[src/rp_tlp_pkg.sv]
`default_nettype none

package rp_tlp_pkg;

   // ----------------------------------------
   // Field widths
   // ----------------------------------------

   // Length field of DW0, in DWs
   localparam int LEN_W = 10;
   localparam int TAG_W = 8;
   localparam int RID_W = 16;

   // ----------------------------------------
   // Fmt/type byte, DW0 bits 31:24
   // ----------------------------------------

   // Memory write, 3DW header with data
   localparam logic [7:0] FMT_MWR  = 8'h40;
   // Memory read, 3DW header
   localparam logic [7:0] FMT_MRD  = 8'h00;
   // Completion with data
   localparam logic [7:0] FMT_CPLD = 8'h4A;

   // Completion status, DW1 bits 15:13
   localparam logic [2:0] CPL_STS_SC = 3'b000;

   // ----------------------------------------
   // Types
   // ----------------------------------------

   typedef logic [31:0] dw_t;

   // Lower half carries the earlier DW of the beat
   typedef logic [63:0] beat_t;

   // Byte address, wraps inside the shared memory
   typedef logic [31:0] shmem_addr_t;

   // Request header layout
   //   dw0  fmt/type [31:24], length [9:0]
   //   dw1  requester ID [31:16], tag [15:8], last BE [7:4], first BE [3:0]
   //   dw2  address [31:2]
   // Completion header layout
   //   dw0  fmt/type [31:24], length [9:0]
   //   dw1  completer ID [31:16], status [15:13], byte count [11:0]
   //   dw2  requester ID [31:16], tag [15:8], lower address [6:0]
   typedef struct packed {
      dw_t dw2;
      dw_t dw1;
      dw_t dw0;
   } tlp_hdr_t;

endpackage

`default_nettype wire

[src/rp_tlp_if.sv]
`timescale 1ns/1ps
`default_nettype none

// QW write port into the shared memory, one QW per cycle
interface shmem_wr_if;
   import rp_tlp_pkg::*;

   logic        we;
   shmem_addr_t addr;
   beat_t       data;
   logic [7:0]  be;

   modport master (output we, addr, data, be);
   modport slave  (input we, addr, data, be);
endinterface

// Read request handed from the rx decoder to the completion builder
interface cpl_req_if;
   import rp_tlp_pkg::*;

   logic             req;
   logic             ack;
   logic [TAG_W-1:0] tag;
   logic [RID_W-1:0] req_id;
   shmem_addr_t      addr;
   logic [LEN_W-1:0] len_dw;

   modport master (output req, tag, req_id, addr, len_dw, input ack);
   modport slave  (input req, tag, req_id, addr, len_dw, output ack);
endinterface

`default_nettype wire

[src/rx_tlp_decoder.sv]
`timescale 1ns/1ps
`default_nettype none

module rx_tlp_decoder #(
   parameter int unsigned MEM_QW = 256
) (
   input  logic              clk_in,
   input  logic              rstn,
   input  logic              rx_st_valid,
   input  logic              rx_st_sop,
   input  logic              rx_st_eop,
   input  rp_tlp_pkg::beat_t rx_st_data,
   output logic              rx_st_ready,
   shmem_wr_if.master        wr,
   cpl_req_if.master         req
);
   import rp_tlp_pkg::*;

   localparam shmem_addr_t ADDR_MASK = shmem_addr_t'(MEM_QW * 8 - 1);

   typedef enum logic [2:0] {
      S_IDLE,
      S_DW2,
      S_WDATA,
      S_RDEOP,
      S_REQ,
      S_SKIP
   } rx_state_t;

   rx_state_t        state;
   rx_state_t        state_nxt;
   tlp_hdr_t         hdr;
   shmem_addr_t      qw_addr;
   logic [LEN_W-1:0] rem_dw;
   logic             first_dw;
   logic             beat;
   logic             wr_phase;
   logic [7:0]       hdr_fmt;
   logic [LEN_W-1:0] hdr_len;
   logic [3:0]       be_lo;
   logic [3:0]       be_hi;
   logic [LEN_W-1:0] rem_lo;
   logic [LEN_W-1:0] rem_hi;

   // Enables of one payload DW from its position in the TLP
   function automatic logic [3:0] lane_be(
      input logic [LEN_W-1:0] rem,
      input logic             first,
      input logic [3:0]       fbe,
      input logic [3:0]       lbe
   );
      logic [3:0] be;
      if (rem == '0)
         be = 4'h0;
      else if (first)
         be = fbe;
      else if (rem == LEN_W'(1))
         be = lbe;
      else
         be = 4'hF;
      return be;
   endfunction

   assign beat    = rx_st_valid & rx_st_ready;
   assign hdr_fmt = hdr.dw0[31:24];
   assign hdr_len = hdr.dw0[LEN_W-1:0];

   // ----------------------------------------
   // Byte enables per beat
   // ----------------------------------------

   // Lane position equals the DW position inside the memory QW
   always_comb
   begin
      be_lo  = 4'h0;
      be_hi  = 4'h0;
      rem_lo = rem_dw;
      rem_hi = rem_dw;
      if (state == S_DW2)
      begin
         // Non-QW-aligned address puts the first DW next to DW2
         if (rx_st_data[2])
         begin
            be_hi  = lane_be(hdr_len, 1'b1, hdr.dw1[3:0], hdr.dw1[7:4]);
            rem_hi = hdr_len - 1'b1;
         end
         else
            rem_hi = hdr_len;
      end
      else if (state == S_WDATA)
      begin
         be_lo  = lane_be(rem_dw, first_dw, hdr.dw1[3:0], hdr.dw1[7:4]);
         rem_lo = (rem_dw != '0) ? rem_dw - 1'b1 : '0;
         be_hi  = lane_be(rem_lo, 1'b0, hdr.dw1[3:0], hdr.dw1[7:4]);
         rem_hi = (rem_lo != '0) ? rem_lo - 1'b1 : '0;
      end
   end

   assign wr_phase = (state == S_WDATA) || ((state == S_DW2) && (hdr_fmt == FMT_MWR));
   assign wr.we    = beat && wr_phase && ({be_hi, be_lo} != 8'h00);
   assign wr.be    = {be_hi, be_lo};
   assign wr.data  = rx_st_data;
   assign wr.addr  = (state == S_DW2) ? ({rx_st_data[31:3], 3'b000} & ADDR_MASK)
                                      : (qw_addr & ADDR_MASK);

   // ----------------------------------------
   // Packet FSM
   // ----------------------------------------

   always_comb
   begin
      state_nxt = state;
      case (state)
         S_IDLE:
         begin
            if (beat && rx_st_sop && !rx_st_eop)
               state_nxt = S_DW2;
         end
         S_DW2:
         begin
            if (beat)
            begin
               if (hdr_fmt == FMT_MWR)
                  state_nxt = rx_st_eop ? S_IDLE : S_WDATA;
               else if (hdr_fmt == FMT_MRD)
                  state_nxt = rx_st_eop ? S_REQ : S_RDEOP;
               else
                  state_nxt = rx_st_eop ? S_IDLE : S_SKIP;
            end
         end
         S_WDATA, S_SKIP:
         begin
            if (beat && rx_st_eop)
               state_nxt = S_IDLE;
         end
         S_RDEOP:
         begin
            if (beat && rx_st_eop)
               state_nxt = S_REQ;
         end
         S_REQ:
         begin
            if (req.ack)
               state_nxt = S_IDLE;
         end
         default:
            state_nxt = S_IDLE;
      endcase
   end

   // Stream stalls while a read waits for the builder
   always_ff @(posedge clk_in)
   begin
      if (!rstn)
      begin
         state       <= S_IDLE;
         rx_st_ready <= 1'b0;
      end
      else
      begin
         state       <= state_nxt;
         rx_st_ready <= (state_nxt != S_REQ);
      end
   end

   always_ff @(posedge clk_in)
   begin
      if (beat && (state == S_IDLE) && rx_st_sop)
      begin
         hdr.dw0 <= rx_st_data[31:0];
         hdr.dw1 <= rx_st_data[63:32];
      end
      if (beat && (state == S_DW2))
      begin
         hdr.dw2  <= rx_st_data[31:0];
         qw_addr  <= {rx_st_data[31:3], 3'b000} + (rx_st_data[2] ? 32'd8 : 32'd0);
         rem_dw   <= rem_hi;
         first_dw <= ~rx_st_data[2];
      end
      if (beat && (state == S_WDATA))
      begin
         qw_addr  <= qw_addr + 32'd8;
         rem_dw   <= rem_hi;
         first_dw <= 1'b0;
      end
   end

   // Request fields stay steady until the ack
   assign req.req    = (state == S_REQ);
   assign req.tag    = hdr.dw1[15:8];
   assign req.req_id = hdr.dw1[31:16];
   assign req.addr   = {hdr.dw2[31:2], 2'b00};
   assign req.len_dw = hdr_len;

endmodule

`default_nettype wire

[src/flat_wrapper.sv]
// flat-port wrapper written by rule: the top's interface ports become plain ports
module rx_tlp_decoder_flat import rp_tlp_pkg::*;
#(
   parameter int unsigned MEM_QW = 256
)
  (clk_in, rstn, rx_st_valid, rx_st_sop, rx_st_eop, rx_st_data, rx_st_ready, wr_we, wr_addr, wr_data, wr_be, req_req, req_tag, req_req_id, req_addr, req_len_dw, req_ack);
  shmem_wr_if wr_i ();
  cpl_req_if req_i ();
  input  logic clk_in;
  input  logic rstn;
  input  logic rx_st_valid;
  input  logic rx_st_sop;
  input  logic rx_st_eop;
  input  rp_tlp_pkg::beat_t rx_st_data;
  output logic rx_st_ready;
  output wire logic [$bits(wr_i.we)-1:0] wr_we;
  output wire logic [$bits(wr_i.addr)-1:0] wr_addr;
  output wire logic [$bits(wr_i.data)-1:0] wr_data;
  output wire logic [$bits(wr_i.be)-1:0] wr_be;
  output wire logic [$bits(req_i.req)-1:0] req_req;
  output wire logic [$bits(req_i.tag)-1:0] req_tag;
  output wire logic [$bits(req_i.req_id)-1:0] req_req_id;
  output wire logic [$bits(req_i.addr)-1:0] req_addr;
  output wire logic [$bits(req_i.len_dw)-1:0] req_len_dw;
  input wire logic [$bits(req_i.ack)-1:0] req_ack;
  assign wr_we = wr_i.we;
  assign wr_addr = wr_i.addr;
  assign wr_data = wr_i.data;
  assign wr_be = wr_i.be;
  assign req_req = req_i.req;
  assign req_tag = req_i.tag;
  assign req_req_id = req_i.req_id;
  assign req_addr = req_i.addr;
  assign req_len_dw = req_i.len_dw;
  assign req_i.ack = req_ack;
  rx_tlp_decoder #(.MEM_QW(MEM_QW)) u_core (.clk_in(clk_in), .rstn(rstn), .rx_st_valid(rx_st_valid), .rx_st_sop(rx_st_sop), .rx_st_eop(rx_st_eop), .rx_st_data(rx_st_data), .rx_st_ready(rx_st_ready), .wr(wr_i), .req(req_i));
endmodule
[config.mk]
export PLATFORM = sky130hd
export DESIGN_NAME = rx_tlp_decoder_flat
export DESIGN_NICKNAME = d
export VERILOG_FILES = /design/src/rp_tlp_pkg.sv /design/src/rp_tlp_if.sv /design/src/rx_tlp_decoder.sv /design/src/flat_wrapper.sv
export SDC_FILE = /design/constraint.sdc
export NUM_CORES = 1
export LEC_CHECK = 0
export BUFFER_PORTS_ARGS = -buffer_cell sky130_fd_sc_hd__buf_2
export CAP_MARGIN = 20
export CORE_UTILIZATION = 45
export CTS_CLUSTER_SIZE = 16
export DETAILED_ROUTE_END_ITERATION = 6
export PLACE_DENSITY = 0.82
export SLEW_MARGIN = 20
export SYNTH_ARGS = -nofsm -noshare
export SYNTH_HDL_FRONTEND = slang
export SYNTH_SLANG_ARGS = --single-unit
[constraint.sdc]
create_clock -name clk_in -period 16 [get_ports clk_in]
set_input_delay 3.2 -clock clk_in [delete_from_list [all_inputs] [get_ports clk_in]]
set_output_delay 3.2 -clock clk_in [all_outputs]
set_load 0.01 [all_outputs]
## Yosys cells after proc, flatten, opt, wreduce, memory -nomap -nowiden

Cells that the tools add are included.

- $add $sub $neg: 5
- Eq/ne operators: 9
- Muxes and demuxes: 33
- Bitwise operators: 2
- Reduce and logical (&&, ||, !) cells: 22

Operator list:

| kind | number |
|---|---|
| two-way mux 10 bit | 7 |
| two-way mux 32 bit | 2 |
| two-way mux 4 bit | 12 |
| adder 32 bit | 1 |
| adder 32 x 4 -> 32 bit (second input constant) | 1 |
| logical NOT 10 bit | 3 |
| subtractor 10 x 1 -> 10 bit (second input constant) | 3 |
| two-way mux 3 bit | 9 |
| equality test 10 x 1 -> 1 bit (second input constant) | 2 |
| nonzero test 10 bit | 2 |
| case mux 3 bit (5 select lines) | 1 |
| two-way mux 11 bit | 1 |
| logical AND 1 bit | 10 |
| equality test 8 x 7 -> 1 bit (second input constant) | 1 |
| logical NOT 8 bit | 1 |
| nonzero test 8 bit | 1 |
| equality test 3 x 2 -> 1 bit (second input constant) | 2 |
| equality test 3 bit (second input constant) | 2 |
| equality test 3 x 1 -> 1 bit (second input constant) | 1 |
| logical NOT 3 bit | 1 |
| inequality test 3 bit (second input constant) | 1 |
| two-way mux 2 bit | 1 |
| nonzero test 2 bit | 1 |
| OR reduction 2 bit | 1 |
| other kinds (4) | 4 |

- Flip-flop bits (word level): 143
- Bits of input ports: 70
- Output and inout bits: 173
- Word-level logic and storage cells: 79

## Depth between registers and ports, before layout

- Depth in word-level cells: 9
- Mapped depth: 12
- Gate-level depth less buffers: 11

## Worst setup path after synthesis

No wires, ideal clock.

- Kind: input to register
- From: input port rx_st_valid
- To: register u_core.hdr[24] (netlist bit) (enable)
- Library setup time: 0.587 ns
- Arrival time: 8.327 ns
- Data required time: 15.413 ns
- Slack: 7.086 ns
- Stages on the path: 2
- Path buffers: 0
- Cell sequence: nand2_1 > nor4bb_1

- Cells in the longest elaborated chain, start to end: 3

Ends and longest elaborated chain:

| element | RTL line | text |
|---|---|---|
| from (decl) | flat_wrapper.sv:11 | `input logic rx_st_valid;` |
| bitwise AND 1 bit | rx_tlp_decoder.sv:64 | `assign beat = rx_st_valid & rx_st_ready;` |
| logical AND 1 bit (2 in a row) | rx_tlp_decoder.sv:168 | `if (beat && (state == S_IDLE) && rx_st_sop)` |
| to (decl) | rx_tlp_decoder.sv:32 | `tlp_hdr_t hdr;` |

Every way passes these cells.
A chain may end at the register's enable or synchronous reset.

## Worst setup path after layout

- From: input port rx_st_valid
- To: output port wr_we

- Cells in the longest elaborated chain, start to end: 3

Ends and longest elaborated chain:

| element | RTL line | text |
|---|---|---|
| bitwise AND 1 bit | rx_tlp_decoder.sv:64 |  |
| logical AND 1 bit (2 in a row) | rx_tlp_decoder.sv:100 | `assign wr.we = beat && wr_phase && ({be_hi, be_lo} != 8'h00);` |
| to (decl) | flat_wrapper.sv:16 | `output wire logic [$bits(wr_i.we)-1:0] wr_we;` |

Every way passes these cells.

==> flow_summary.ini <==
[timing]
tns_ps = 0
worstMarginPinSlew_ps = 1050
finalSetupViolCount = 0
drv_slew = 0
period_minus_slack_ps = 7910
fmax_mhz = 126
period_share_pct = 49.5
hold_violations = 0
fin_worst_skew_ps = 6.11
max_slew_margin_pct = 30.2
rsz0062_at_grt = false
whs_ps = 592

[run]
cap_viol_max_count = 0

[finish]
area_growth_syn_to_layout_pct = 8.63
nNetsFinal = 725
antennaDiodeCount = 0
fin_cells = 821
layout-drive-gt1-share_pct = 38.4

[logic_synthesis]
yosysSeqAreaShare_pct = 50.3
synth_top_cells_by_area = edfxtp_1 49%, buf_4 19%, nand2_1 4.0%, xnor2_1 2.5%, ha_1 2.3%
avgSynthCellArea_um2 = 10.9
synth_top_area_cell = edfxtp_1
synth.most_common_cell = buf_4
synth.distinct_cells = 60
postSynthCellCount = 557
ys_async_sr_fraction_pct = 0
synth_edf_count = 98
synth_common_cells = 154 x buf_4, 98 x edfxtp_1, 65 x nand2_1
ys.flop_type = edfxtp_1
yosysWarnings = 0
yosysTopAreaCellShare_pct = 48.7
synth-seq-cells = 103
synth_area_um2 = 6040

[detailed_routing]
postRouteAntennaNets = 0
finalWirelength_um = 12500
wl_per_cell_um = 15.3
avgViaCountPerCell = 4.91
drc_errors = 0
vias = 4035
dr.pass1.iters = 5
drtIter0Drc = 280

[die]
fp.dieArea_um2 = 13900
die_w_um = 118
ioPinCount = 243
coreArea_um2 = 12900
die_h_um = 118
initial_core_util_pct = 46.9
placementRows = 41

[clock_tree]
clk_path_buf_depth = 2
cts_tree = built
cts-htree-levels = 3
cts_num_sinks = 103
cts_setup_buffers = 0
cts_root_buf = clkbuf_16
post_cts_resized = 0
clk_pin_slew_worst_paths_ps = 70
clkLatencyLatePin_ps = 340
cts_made_buffers = 9
cts_hold_buf = 0

[placement]
io_buffers = 216
hpwl_um = 9770
gp_congestion = 0.922
dp_cells = 805

[critical_path]
slowest_stage = nor2_1
max_stage_delay_ps = 700
end_kind = output port
cp_max_fo = 14
crit_type = primary input to output port
r2r_cells = 10
startpoint_type = primary input
cp-startpoint = rx_st_valid
timing.rr.end = u_core.rem_dw[6]
crit_required_ps = 12800
crit_arrival_ps = 4710
timing.rr.start = u_core.rem_dw[0]
r2r_slack_ps = 12950
cp_cell_sequence = buf_2, nand2_1, nor2_1, nor2_1, a31oi_1, buf_2

[min_path]
hp-start = u_core.first_dw
hold_end = u_core.first_dw
whs_path_depth = 2
hp-class = flip-flop to flip-flop

[power]
leakage_nw = 2.76
power.total_w = 0.000593
irDropWorstVdd_v = 0.0000588
p_per_area_nw_per_um2 = 90.3

[global_route]
grt_pass1_wl_um = 19300
grt_usage_pct = 17.9
antenna_found_initial = 0
grt_max_degree = 43
grt_overflow = 0
grt_pass1_vias = 3791

[status]
status = finished clean
## critical path: cells and delay by family
kind	cells	cell delay, ps
AND/OR/NAND/NOR	3	1070
AO/OA/AOI/OAI	1	190
buffers and inverters	2	250
## kinds of logic (layout without fill, tap and decap cells)
| group | Yosys count | count (layout) | share of synthesized area [%] |
|---|---|---|---|
| AOI/OAI and AO/OA | 68 | 68 | 7.82 |
| xor gates and xnor gates | 30 | 30 | 4.35 |
| adders and majority gates | 11 | 11 | 2.28 |
| buffers and inverters | 181 | 248 | 21.0 |
| DFF | 103 | 103 | 50.3 |
| muxes | 5 | 5 | 0.849 |
| other | 1 | 26 | 0.0620 |
| and+or+nand+nor | 158 | 158 | 13.3 |
## sequential cells by signal, indices dropped and copies added, names as in the netlist
name	count
u_core.req.req_id	16
u_core.first_dw	1
u_core.qw_addr	8
u_core.req.addr	30
u_core.req.len_dw	10
u_core.rx_st_ready	1
u_core.state	3
u_core.req.tag	8
u_core.hdr	16
u_core.rem_dw	10
## layout make-up
class / instances / area (µm²)
clock buffer: 10 / 229
clock inverter: 6 / 93.8
fill: 1177 / 6310
inverter: 15 / 56.3
multi-input combinational: 298 / 1840
sequential: 103 / 3040
tap: 172 / 215
timing repair buffer: 217 / 1090
## placed cells by master, fill, tap and decap left out, types with 2 or more instances in the layout
cell / synthesis / routed
o21ai_1: 5 / 5
dfxtp_1: 5 / 5
mux2i_1: 4 / 4
nor2b_1: 2 / 2
and2_1: 4 / 4
and3_1: 5 / 5
nand4_1: 3 / 3
nor2_4: 2 / 2
edfxtp_1: 98 / 98
o311ai_1: 2 / 2
xnor2_1: 17 / 17
ha_1: 11 / 11
conb_1: 1 / 26
nor2_1: 30 / 30
buf_2: 4 / 216
nor4_1: 3 / 3
a211oi_1: 2 / 2
o221ai_1: 2 / 2
o31ai_1: 9 / 9
nand2b_1: 6 / 6
o32ai_1: 2 / 2
o21ai_0: 11 / 11
a21oi_1: 10 / 10
nand3_1: 15 / 15
nor3_1: 5 / 5
inv_1: 15 / 15
a21boi_2: 3 / 3
or4_1: 3 / 3
clkbuf_16: 0 / 9
bufinv_16: 0 / 2
or3_1: 2 / 2
inv_6: 0 / 2
xor2_1: 13 / 13
nand2_1: 65 / 65
a31oi_1: 5 / 5
o22ai_1: 7 / 7
## report_power, final
group	switching, W	internal (W)
Sequential	0.00000432	0.000302
Clock	0.0000966	0.000139
Combinational	0.0000312	0.0000207
Total	0.000132	0.000461
## worst max-delay path by stage
| stage | slack [ps] | endpoint | depth (start not counted) |
|---|---|---|---|
| 6_report | 8090 | wr_we | 6 |
| 5_1_grt | 7900 | wr_we | 6 |
| 3_3_place_gp | 8080 | wr_we | 6 |
| 4_1_cts | 8050 | wr_we | 6 |
| 2_1_floorplan | 7090 | u_core.hdr[24] | 2 |
| 3_5_place_dp | 8050 | wr_we | 6 |
## metal layers
metal	wire length, µm	global-route usage, %
met1	4850	20.0
met2	6670	33.2
met3	876	4.65
met4	122	4.97
met5	0	0
## per-stage QoR
step	cell area [µm²]	setup slack, ps	util (%)
floorplan	6140	7090	-
global placement	6240	8080	48.5
detailed placement	6240	8050	48.5
CTS	6570	8050	51.0
global route	6570	7900	51.0
finish	6570	8090	51.0
Note: power is estimated with default switching activity, not from simulation.
