`config.mk`:
```
export PLATFORM = sky130hd
export DESIGN_NAME = cpl_tlp_builder_flat
export DESIGN_NICKNAME = d
export VERILOG_FILES = /design/src/rp_tlp_pkg.sv /design/src/rp_tlp_if.sv /design/src/cpl_tlp_builder.sv /design/src/flat_wrapper.sv
export SDC_FILE = /design/constraint.sdc
export NUM_CORES = 1
export LEC_CHECK = 0
export ABC_AREA = 1
export BUFFER_PORTS_ARGS = -buffer_cell sky130_fd_sc_hd__buf_2
export CAP_MARGIN = 5
export CORE_MARGIN = 5
export CORE_UTILIZATION = 54
export DETAILED_ROUTE_END_ITERATION = 16
export PLACE_DENSITY_LB_ADDON = 0.25
export SLEW_MARGIN = 10
export SYNTH_ARGS = -nofsm -noshare
export SYNTH_HDL_FRONTEND = slang
export SYNTH_SLANG_ARGS = --single-unit
```
`constraint.sdc`:
```
create_clock -name clk_in -period 5.5 [get_ports clk_in]
set_clock_uncertainty 0.2 [all_clocks]
set_input_delay 0 -clock clk_in [delete_from_list [all_inputs] [get_ports clk_in]]
set_output_delay 0 -clock clk_in [all_outputs]
set_load 0.02 [all_outputs]
```
`src/rp_tlp_pkg.sv`:
```
`default_nettype none

package rp_tlp_pkg;

   // ----------------------------------------
   // Field widths
   // ----------------------------------------

   // Length field of DW0, in DWs
   localparam int LEN_W = 10;
   localparam int TAG_W = 8;
   localparam int RID_W = 16;

   // ----------------------------------------
   // Fmt/type byte, DW0 bits 31:24
   // ----------------------------------------

   // Memory write, 3DW header with data
   localparam logic [7:0] FMT_MWR  = 8'h40;
   // Memory read, 3DW header
   localparam logic [7:0] FMT_MRD  = 8'h00;
   // Completion with data
   localparam logic [7:0] FMT_CPLD = 8'h4A;

   // Completion status, DW1 bits 15:13
   localparam logic [2:0] CPL_STS_SC = 3'b000;

   // ----------------------------------------
   // Types
   // ----------------------------------------

   typedef logic [31:0] dw_t;

   // Lower half carries the earlier DW of the beat
   typedef logic [63:0] beat_t;

   // Byte address, wraps inside the shared memory
   typedef logic [31:0] shmem_addr_t;

   // Request header layout
   //   dw0  fmt/type [31:24], length [9:0]
   //   dw1  requester ID [31:16], tag [15:8], last BE [7:4], first BE [3:0]
   //   dw2  address [31:2]
   // Completion header layout
   //   dw0  fmt/type [31:24], length [9:0]
   //   dw1  completer ID [31:16], status [15:13], byte count [11:0]
   //   dw2  requester ID [31:16], tag [15:8], lower address [6:0]
   typedef struct packed {
      dw_t dw2;
      dw_t dw1;
      dw_t dw0;
   } tlp_hdr_t;

endpackage

`default_nettype wire

```
`src/rp_tlp_if.sv`:
```
`timescale 1ns/1ps
`default_nettype none


// Read request handed from the rx decoder to the completion builder
interface cpl_req_if;
   import rp_tlp_pkg::*;

   logic             req;
   logic             ack;
   logic [TAG_W-1:0] tag;
   logic [RID_W-1:0] req_id;
   shmem_addr_t      addr;
   logic [LEN_W-1:0] len_dw;

   modport master (output req, tag, req_id, addr, len_dw, input ack);
   modport slave  (input req, tag, req_id, addr, len_dw, output ack);
endinterface

`default_nettype wire

```
`src/cpl_tlp_builder.sv`:
```
`timescale 1ns/1ps
`default_nettype none

module cpl_tlp_builder #(
   parameter int unsigned                  MAX_RD_DW = 16,
   parameter logic [rp_tlp_pkg::RID_W-1:0] CPL_ID    = 16'h0100
) (
   input  logic                    clk_in,
   input  logic                    rstn,
   cpl_req_if.slave                req,
   output logic                    rd_en,
   output rp_tlp_pkg::shmem_addr_t rd_addr,
   input  rp_tlp_pkg::beat_t       rd_data,
   output logic                    tx_st_valid,
   output logic                    tx_st_sop,
   output logic                    tx_st_eop,
   output rp_tlp_pkg::beat_t       tx_st_data,
   input  logic                    tx_st_ready
);
   import rp_tlp_pkg::*;

   typedef enum logic [1:0] {
      S_IDLE,
      S_HDR,
      S_DATA
   } tx_state_t;

   tx_state_t        state;
   tlp_hdr_t         cpl_hdr;
   logic [LEN_W-1:0] len_srv;
   logic [LEN_W:0]   qw_sum;
   logic [LEN_W-1:0] fetch_left;
   logic [LEN_W-1:0] send_left;
   logic             dw2_pend;
   logic             dw2_only;
   logic             last_lo;
   logic             take;
   logic             pop;
   // Two-entry fetch buffer
   beat_t            fbuf [2];
   logic             wr_sel;
   logic             rd_sel;
   logic [1:0]       fcount;
   logic             rd_vld;
   logic [1:0]       occ;

   assign take    = (state == S_IDLE) && req.req;
   assign len_srv = (req.len_dw > LEN_W'(MAX_RD_DW)) ? LEN_W'(MAX_RD_DW) : req.len_dw;
   // QWs touched by the read, counting the odd start DW
   assign qw_sum  = {1'b0, len_srv} + {{LEN_W{1'b0}}, req.addr[2]} + (LEN_W+1)'(1);

   // Aligned completions send DW2 alone in beat two
   assign dw2_only = dw2_pend && !cpl_hdr.dw2[2];

   // ----------------------------------------
   // Tx beat select
   // ----------------------------------------

   always_comb
   begin
      tx_st_valid = 1'b0;
      tx_st_sop   = 1'b0;
      tx_st_eop   = 1'b0;
      tx_st_data  = fbuf[rd_sel];
      case (state)
         S_HDR:
         begin
            tx_st_valid = 1'b1;
            tx_st_sop   = 1'b1;
            tx_st_data  = {cpl_hdr.dw1, cpl_hdr.dw0};
         end
         S_DATA:
         begin
            if (dw2_only)
            begin
               tx_st_valid = 1'b1;
               tx_st_data  = {32'h0, cpl_hdr.dw2};
            end
            else
            begin
               tx_st_valid = (fcount != 2'd0);
               tx_st_eop   = (fcount != 2'd0) && (send_left == LEN_W'(1));
               if (dw2_pend)
                  tx_st_data[31:0] = cpl_hdr.dw2;
               else if ((send_left == LEN_W'(1)) && last_lo)
                  tx_st_data[63:32] = 32'h0;
            end
         end
         default:
         begin
         end
      endcase
   end

   assign pop = (state == S_DATA) && !dw2_only && (fcount != 2'd0) && tx_st_ready;

   // Fetch ahead while the buffer and the read in flight leave room
   assign occ   = fcount + {1'b0, rd_vld};
   assign rd_en = (state != S_IDLE) && (fetch_left != '0) && ((occ != 2'd2) || pop);

   always_ff @(posedge clk_in)
   begin
      if (!rstn)
      begin
         state      <= S_IDLE;
         req.ack    <= 1'b0;
         fetch_left <= '0;
         send_left  <= '0;
         dw2_pend   <= 1'b0;
         rd_vld     <= 1'b0;
         wr_sel     <= 1'b0;
         rd_sel     <= 1'b0;
         fcount     <= 2'd0;
      end
      else
      begin
         req.ack <= take;
         case (state)
            S_IDLE:
            begin
               if (take)
               begin
                  state      <= S_HDR;
                  fetch_left <= qw_sum[LEN_W:1];
                  send_left  <= qw_sum[LEN_W:1];
                  dw2_pend   <= 1'b1;
               end
            end
            S_HDR:
            begin
               if (tx_st_ready)
                  state <= S_DATA;
            end
            S_DATA:
            begin
               if (tx_st_valid && tx_st_ready)
                  dw2_pend <= 1'b0;
               if (pop)
                  send_left <= send_left - 1'b1;
               if (tx_st_eop && tx_st_ready)
                  state <= S_IDLE;
            end
            default:
               state <= S_IDLE;
         endcase
         if (rd_en)
            fetch_left <= fetch_left - 1'b1;
         rd_vld <= rd_en;
         if (rd_vld)
            wr_sel <= ~wr_sel;
         if (pop)
            rd_sel <= ~rd_sel;
         fcount <= fcount + {1'b0, rd_vld} - {1'b0, pop};
      end
   end

   // Completion header and read pointer
   always_ff @(posedge clk_in)
   begin
      if (take)
      begin
         cpl_hdr.dw0 <= {FMT_CPLD, 14'h0, len_srv};
         cpl_hdr.dw1 <= {CPL_ID, CPL_STS_SC, 1'b0, len_srv, 2'b00};
         cpl_hdr.dw2 <= {req.req_id, req.tag, 1'b0, req.addr[6:2], 2'b00};
         // Last DW lands in the lower lane of the final beat
         last_lo     <= req.addr[2] ^ len_srv[0];
         rd_addr     <= {req.addr[31:3], 3'b000};
      end
      else if (rd_en)
         rd_addr <= rd_addr + 32'd8;
      if (rd_vld)
         fbuf[wr_sel] <= rd_data;
   end

endmodule

`default_nettype wire

```
`src/flat_wrapper.sv`:
```
// flat-port wrapper written by rule: the top's interface ports become plain ports
module cpl_tlp_builder_flat import rp_tlp_pkg::*;
#(
   parameter int unsigned                  MAX_RD_DW = 16,
   parameter logic [rp_tlp_pkg::RID_W-1:0] CPL_ID    = 16'h0100
)
  (clk_in, rstn, rd_en, rd_addr, rd_data, tx_st_valid, tx_st_sop, tx_st_eop, tx_st_data, tx_st_ready, req_req, req_tag, req_req_id, req_addr, req_len_dw, req_ack);
  cpl_req_if req_i ();
  input  logic clk_in;
  input  logic rstn;
  output logic rd_en;
  output rp_tlp_pkg::shmem_addr_t rd_addr;
  input  rp_tlp_pkg::beat_t rd_data;
  output logic tx_st_valid;
  output logic tx_st_sop;
  output logic tx_st_eop;
  output rp_tlp_pkg::beat_t tx_st_data;
  input  logic tx_st_ready;
  input wire logic [$bits(req_i.req)-1:0] req_req;
  input wire logic [$bits(req_i.tag)-1:0] req_tag;
  input wire logic [$bits(req_i.req_id)-1:0] req_req_id;
  input wire logic [$bits(req_i.addr)-1:0] req_addr;
  input wire logic [$bits(req_i.len_dw)-1:0] req_len_dw;
  output wire logic [$bits(req_i.ack)-1:0] req_ack;
  assign req_i.req = req_req;
  assign req_i.tag = req_tag;
  assign req_i.req_id = req_req_id;
  assign req_i.addr = req_addr;
  assign req_i.len_dw = req_len_dw;
  assign req_ack = req_i.ack;
  cpl_tlp_builder #(.MAX_RD_DW(MAX_RD_DW), .CPL_ID(CPL_ID)) u_core (.clk_in(clk_in), .rstn(rstn), .req(req_i), .rd_en(rd_en), .rd_addr(rd_addr), .rd_data(rd_data), .tx_st_valid(tx_st_valid), .tx_st_sop(tx_st_sop), .tx_st_eop(tx_st_eop), .tx_st_data(tx_st_data), .tx_st_ready(tx_st_ready));
endmodule
```
### After elaboration in Yosys (flattened, before gate mapping)

Memory sizes are Yosys's and may differ from the RTL's. A register that Yosys moved wholly into a read port is not among the register bits.
Cells that the tools add are included.

| operators by class | value |
|---|---|
| add/subtract/negate cells | 7 |
| order comparisons | 1 |
| equal/unequal tests | 9 |
| mux-type cells | 29 |
| bitwise gates (word level) | 3 |
| reductions and logical operators | 25 |

Operator list:

| operator | number |
|---|---|
| $mux 32 | 5 |
| $pmux 64 s2 | 1 |
| $mux 64 | 1 |
| $mux 10 | 5 |
| $add 32x4->32 const B | 1 |
| $pmux 10 s2 | 1 |
| $sub 10x1->10 const B | 2 |
| $add 10x1->11 | 1 |
| $add 11x1->11 const B | 1 |
| $logic_and 1x1->1 | 11 |
| $eq 10x1->1 const B | 1 |
| $gt 10x5->1 const B | 1 |
| $mux 1 | 10 |
| $reduce_bool 10->1 | 1 |
| $reduce_bool 2->1 | 5 |
| $reduce_and 3->1 | 3 |
| $ne 2x2->1 const B | 4 |
| $mux 2 | 3 |
| $pmux 2 s3 | 1 |
| $ne 2x1->1 const B | 2 |
| $pmux 1 s2 | 2 |
| $add 2x1->2 | 1 |
| $eq 2x1->1 const B | 1 |
| $eq 2x2->1 const B | 1 |
| 7 further kinds | 9 |

| word-level totals | value |
|---|---|
| register bits after elaboration | 101 |
| bits in writable memories | 128 |
| input bits | 134 |
| output and inout bits | 101 |
| word-level logic and storage cells | 89 |
| memories | 1 |

Memories:

| name | words | bits a word | rd ports | clocked after Yosys merged registers in | write ports | RTL line | source |
|---|---|---|---|---|---|---|---|
| u_core.fbuf | 2 | 64 | 1 | 1 | 1 | cpl_tlp_builder.sv:40 | `beat_t fbuf [2];` |

### Logic depth before layout (Yosys ltp)

| logic depth | value |
|---|---|
| depth in word-level cells | 10 |
| mapped depth | 12 |
| mapped depth without buffers | 12 |

### Worst setup path after synthesis

OpenSTA, ideal clock, no wires.

| timing | value |
|---|---|
| path kind | register -> register |
| start point | reg u_core.rd_vld |
| end point | mem u_core.fbuf[0][0] (netlist name) (enable) |
| setup time | 0.488 ns |
| arrival time | 3.093 ns |
| data required time | 4.812 ns |
| path slack | 1.720 ns |
| stages on the path, launching flop included | 3 |
| path buffers | 0 |
| period minus slack after synthesis | 3.780 ns |
| cells stage by stage | dfxtp_1 > inv_1 > nor2_1 |

| between the ends | value |
|---|---|
| word-level cells in the longest chain between the ends | 2 |

Ends and longest elaborated chain:

| item | RTL line | source |
|---|---|---|
| start: declaration | cpl_tlp_builder.sv:44 | `logic rd_vld;` |
| start signal: assignment | cpl_tlp_builder.sv:148 | `rd_vld <= rd_en;` |
| $mux 1 | cpl_tlp_builder.sv:171 | `if (rd_vld)` |
| $mux 1 (implied by the code) | cpl_tlp_builder.sv:172 | `fbuf[wr_sel] <= rd_data;` |
| end: declaration | cpl_tlp_builder.sv:40 |  |

Every way passes these cells.

### Worst setup path after layout

| timing | value |
|---|---|
| start point | reg u_core.state[0] |
| end point | out tx_st_data[51] |

| between the ends | value |
|---|---|
| word-level cells in the longest chain between the ends | 2 |
| elaborated cells between the ends (all ways) | 3 |
| those cells by class | eq/ne: 2; mux: 1 |

Ends and longest elaborated chain:

| item | RTL line | source |
|---|---|---|
| start: declaration | cpl_tlp_builder.sv:28 | `tx_state_t state;` |
| start signal: assignment | cpl_tlp_builder.sv:105 | `state <= S_IDLE;` |
| start signal: assignment | cpl_tlp_builder.sv:123 | `state <= S_HDR;` |
| start signal: assignment | cpl_tlp_builder.sv:132 | `state <= S_DATA;` |
| $eq 2x2->1 or $eq 2x1->1 (tied branches) | cpl_tlp_builder.sv:65 | `case (state)` |
| $pmux 64 s2 * | cpl_tlp_builder.sv:65 |  |
| end: declaration | flat_wrapper.sv:17 | `output rp_tlp_pkg::beat_t tx_st_data;` |

Mark *: on every way between the ends. The rest lies on a longest branch, timed or not.

==> metrics.txt <==
status complete, no violations; Pwr Density 522 nW/µm²; initial antenna violation count 2; Tot GR Track Use 0.257; RR Endpoint u_core.cpl_hdr[79]$_DFFE_PP_; Worst setup SP type register; chip width 148 µm; VDD IR max 0.357 mV; library cells used by synthesis 41; mux cell area share after synthesis 0.0272; reg2reg setup slack 2330 ps; compound-cell area share of the yosys netlist 0.0553; vias in the first global route 8642; largest net degree at the start of global routing 66; Hold Path Stages 2; Critical Path AT 3250 ps; nets 1530; layout cells sized above 1 0.213; largest stage delay on the critical path 620 ps; commonest non-fill, non-tap cell in the layout nand2_1; CTS tree built; family with the most delay on the worst path simple AND/OR/NAND/NOR gates; final hold vios 0; hold path endpoint u_core.cpl_hdr[89]$_DFFE_PP_; setup violators final 0; Worst-Skew Late Latency 510 ps; Post-Synth Simple-Gate Area 0.209; fill count 1288; Final ANT Viol Nets 0; Cells after Synth 1006; global route overflow 0; fin. max-slew vios 0; HPWL after DPL 17900 µm; final WL 29000 µm; synth warn 0; via count 8728; FF-to-FF Start u_core.state[0]$_SDFFE_PN0P_; Worst Path Required 5300 ps; CTS Buffer Depth 3; CP Capture Type output pin; CTS clk-pin slew, worst paths 60 ps; Cell Chain, Critical Path inv_1 -> ha_1 -> inv_2 -> o21ai_2 -> nand2_2 -> nor2_1 -> buf_2; area occupied by multi-input gates 3330 µm²; critical path's slowest cell o21ai_2; io pins 235; register area share after synthesis 0.633; DR iter-0 viols 538; total die area 21900 µm²; XOR/XNOR Fraction of Synth Area 0.0153; # port buffers 229; Max-Cap Viols 0; 1st-pass router iterations 5; DRC errors left 0; Root Buffer clkbuf_16; Hold WC Path Type input port to register; post-layout min period 3450 ps; Syn Area/Cell 10.2 µm²; fin crit share 0.627; RSZ-0062 raised after global routing false; total negative slack 0 ps; site row count 50; worst hold start req_req_id[9]; Pwr Total 7.24 mW; Num CTS Buffers 24; commonest cells after routing, fill and taps aside nand2_1, buf_2, edfxtp_1; clk sinks 227; Slew headroom 0.358; adder-cell share of the synthesized area 0.0134; H-tree Lvls 1; Vias/cell 5.33; initial core utilization 0.549; Reg area 6520 µm²; Synth Cell Area 10300 µm²; Leak Pwr 5.82 nW; kind of critical path register to output pin; GP Congestion 0.917; routed len/inst 17.7 µm; P&R area growth vs syn 34.8%; crit-path max FO 21; worst-margin pin slew 963 ps; Worst Reg-to-Reg Cells 5; die height 148 µm; Max Fclk 290 MHz; largest family of logic cells by synthesized area simple AND/OR/NAND/NOR gates; Core ar. 18800 µm²; number of synthesized register bits 227; WP buf/inv 3; first-pass GRT wire length 45200 µm
-- worst max-delay path by stage --
stage,from,endpoint,slack [ps],cells after the start
2_1_floorplan,u_core.rd_vld$_SDFF_PN0_,u_core.fbuf[0][0]$_DFFE_PP_,1720,2
3_3_place_gp,u_core.state[0]$_SDFFE_PN0P_,u_core.cpl_hdr[78]$_DFFE_PP_,2420,5
3_5_place_dp,u_core.state[0]$_SDFFE_PN0P_,u_core.cpl_hdr[78]$_DFFE_PP_,2340,5
4_1_cts,register,tx_st_data[2],2010,5
5_1_grt,u_core.state[0]$_SDFFE_PN0P_,tx_st_data[51],1820,7
6_report,u_core.state[0]$_SDFFE_PN0P_,tx_st_data[51],2050,7
-- registers in the layout, summed over array words and instances, names as in the netlist, named ones only --
| register | flops |
|---|---|
| u_core.rd_sel | 1 |
| u_core.fbuf | 128 |
| u_core.last_lo | 1 |
| u_core.send_left | 10 |
| u_core.cpl_hdr | 39 |
| u_core.dw2_pend | 1 |
| u_core.state | 2 |
| u_core.rd_addr | 29 |
| u_core.fetch_left | 10 |
| u_core.fcount | 2 |
| u_core.rd_vld | 1 |
| u_core.req.ack | 1 |
| u_core.wr_sel | 1 |
-- area by class of cell --
class                      instances  share of cell area
multi-input combinational        672               0.240
antenna                            2            0.000361
clock inverter                    14              0.0101
tap                              234              0.0211
sequential                       227               0.470
timing repair buffer             379               0.190
inverter                          81              0.0219
clock buffer                      30              0.0464
-- logic make-up after synthesis --
kind of cell,count (synthesis)
buffers and inverters,114
and+or+nand+nor,506
AOI/OAI and AO/OA,101
muxes,28
xor gates and xnor gates,18
adders and majority gates,11
other,1
DFF,227
-- Yosys cell counts, drive strengths merged --
master    n  area (µm²)
dfxtp    30         601
clkbuf   15        56.3
o311ai    6        52.6
o31ai     5        37.5
and3      2        13.8
edfxtp  197        5920
nand4    10        68.8
a21oi    19        95.1
a31oi    19         119
o22ai     1        6.26
nand3b    5        37.5
xnor2     4        35.0
nand3    57         313
nor2    127         524
nor3     19         100
or2       1        6.26
o21ai    51         259
inv      79         297
conb      1        3.75
xor2     14         123
clkinv    2        7.51
nand2   284        1080
mux2i    28         280
buf      18         119
nor3b     1        7.51
ha       11         138
-- report_power, final --
group / internal (mW) / total, mW / switching (mW) / leakage, nW
Combinational: 0.898 / 2.95 / 2.05 / 3.36
Sequential: 2.42 / 2.68 / 0.264 / 2.07
Clock: 0.968 / 1.61 / 0.644 / 0.382
-- stage by stage --
stage / setup WS (ps) / utilization / cell area [µm²] / std cells / hold WS, ps
floorplan: 1720 / - / 10300 / 1013 / -101
global placement: 2420 / 0.620 / 11600 / 1448 / -22.8
detailed placement: 2340 / 0.620 / 11600 / 1448 / -21.4
CTS: 2010 / 0.739 / 13900 / 1637 / 0.00389
global route: 1820 / 0.739 / 13900 / 1638 / 13.5
finish: 2050 / 0.739 / 13900 / 1639 / 16.4
-- timing repair --
item	CTS	global route
resized for setup	0	0
hold endpoints to repair	210	0
hold buffers	145	0
setup buffers	0	0
-- routing by layer --
layer,vias to the layer above,track usage,part of all wire,wire length [µm]
li1,4173,-,-,-
met1,4076,0.325,0.39,11200
met2,399,0.439,0.49,14100
met3,80,0.0503,0.086,2500
met4,0,0.101,0.040,1170
met5,-,0,0,0
-- worst reg2reg max path: cells and delay by family, from the launching register on --
family / cells / cell delay [ps]
AND/OR/NAND/NOR: 1 / 490
adder cells (fa/ha/maj): 1 / 270
flip-flops: 1 / 310
buffers and inverters: 3 / 1550
Note: power is estimated with default switching activity, not from simulation.
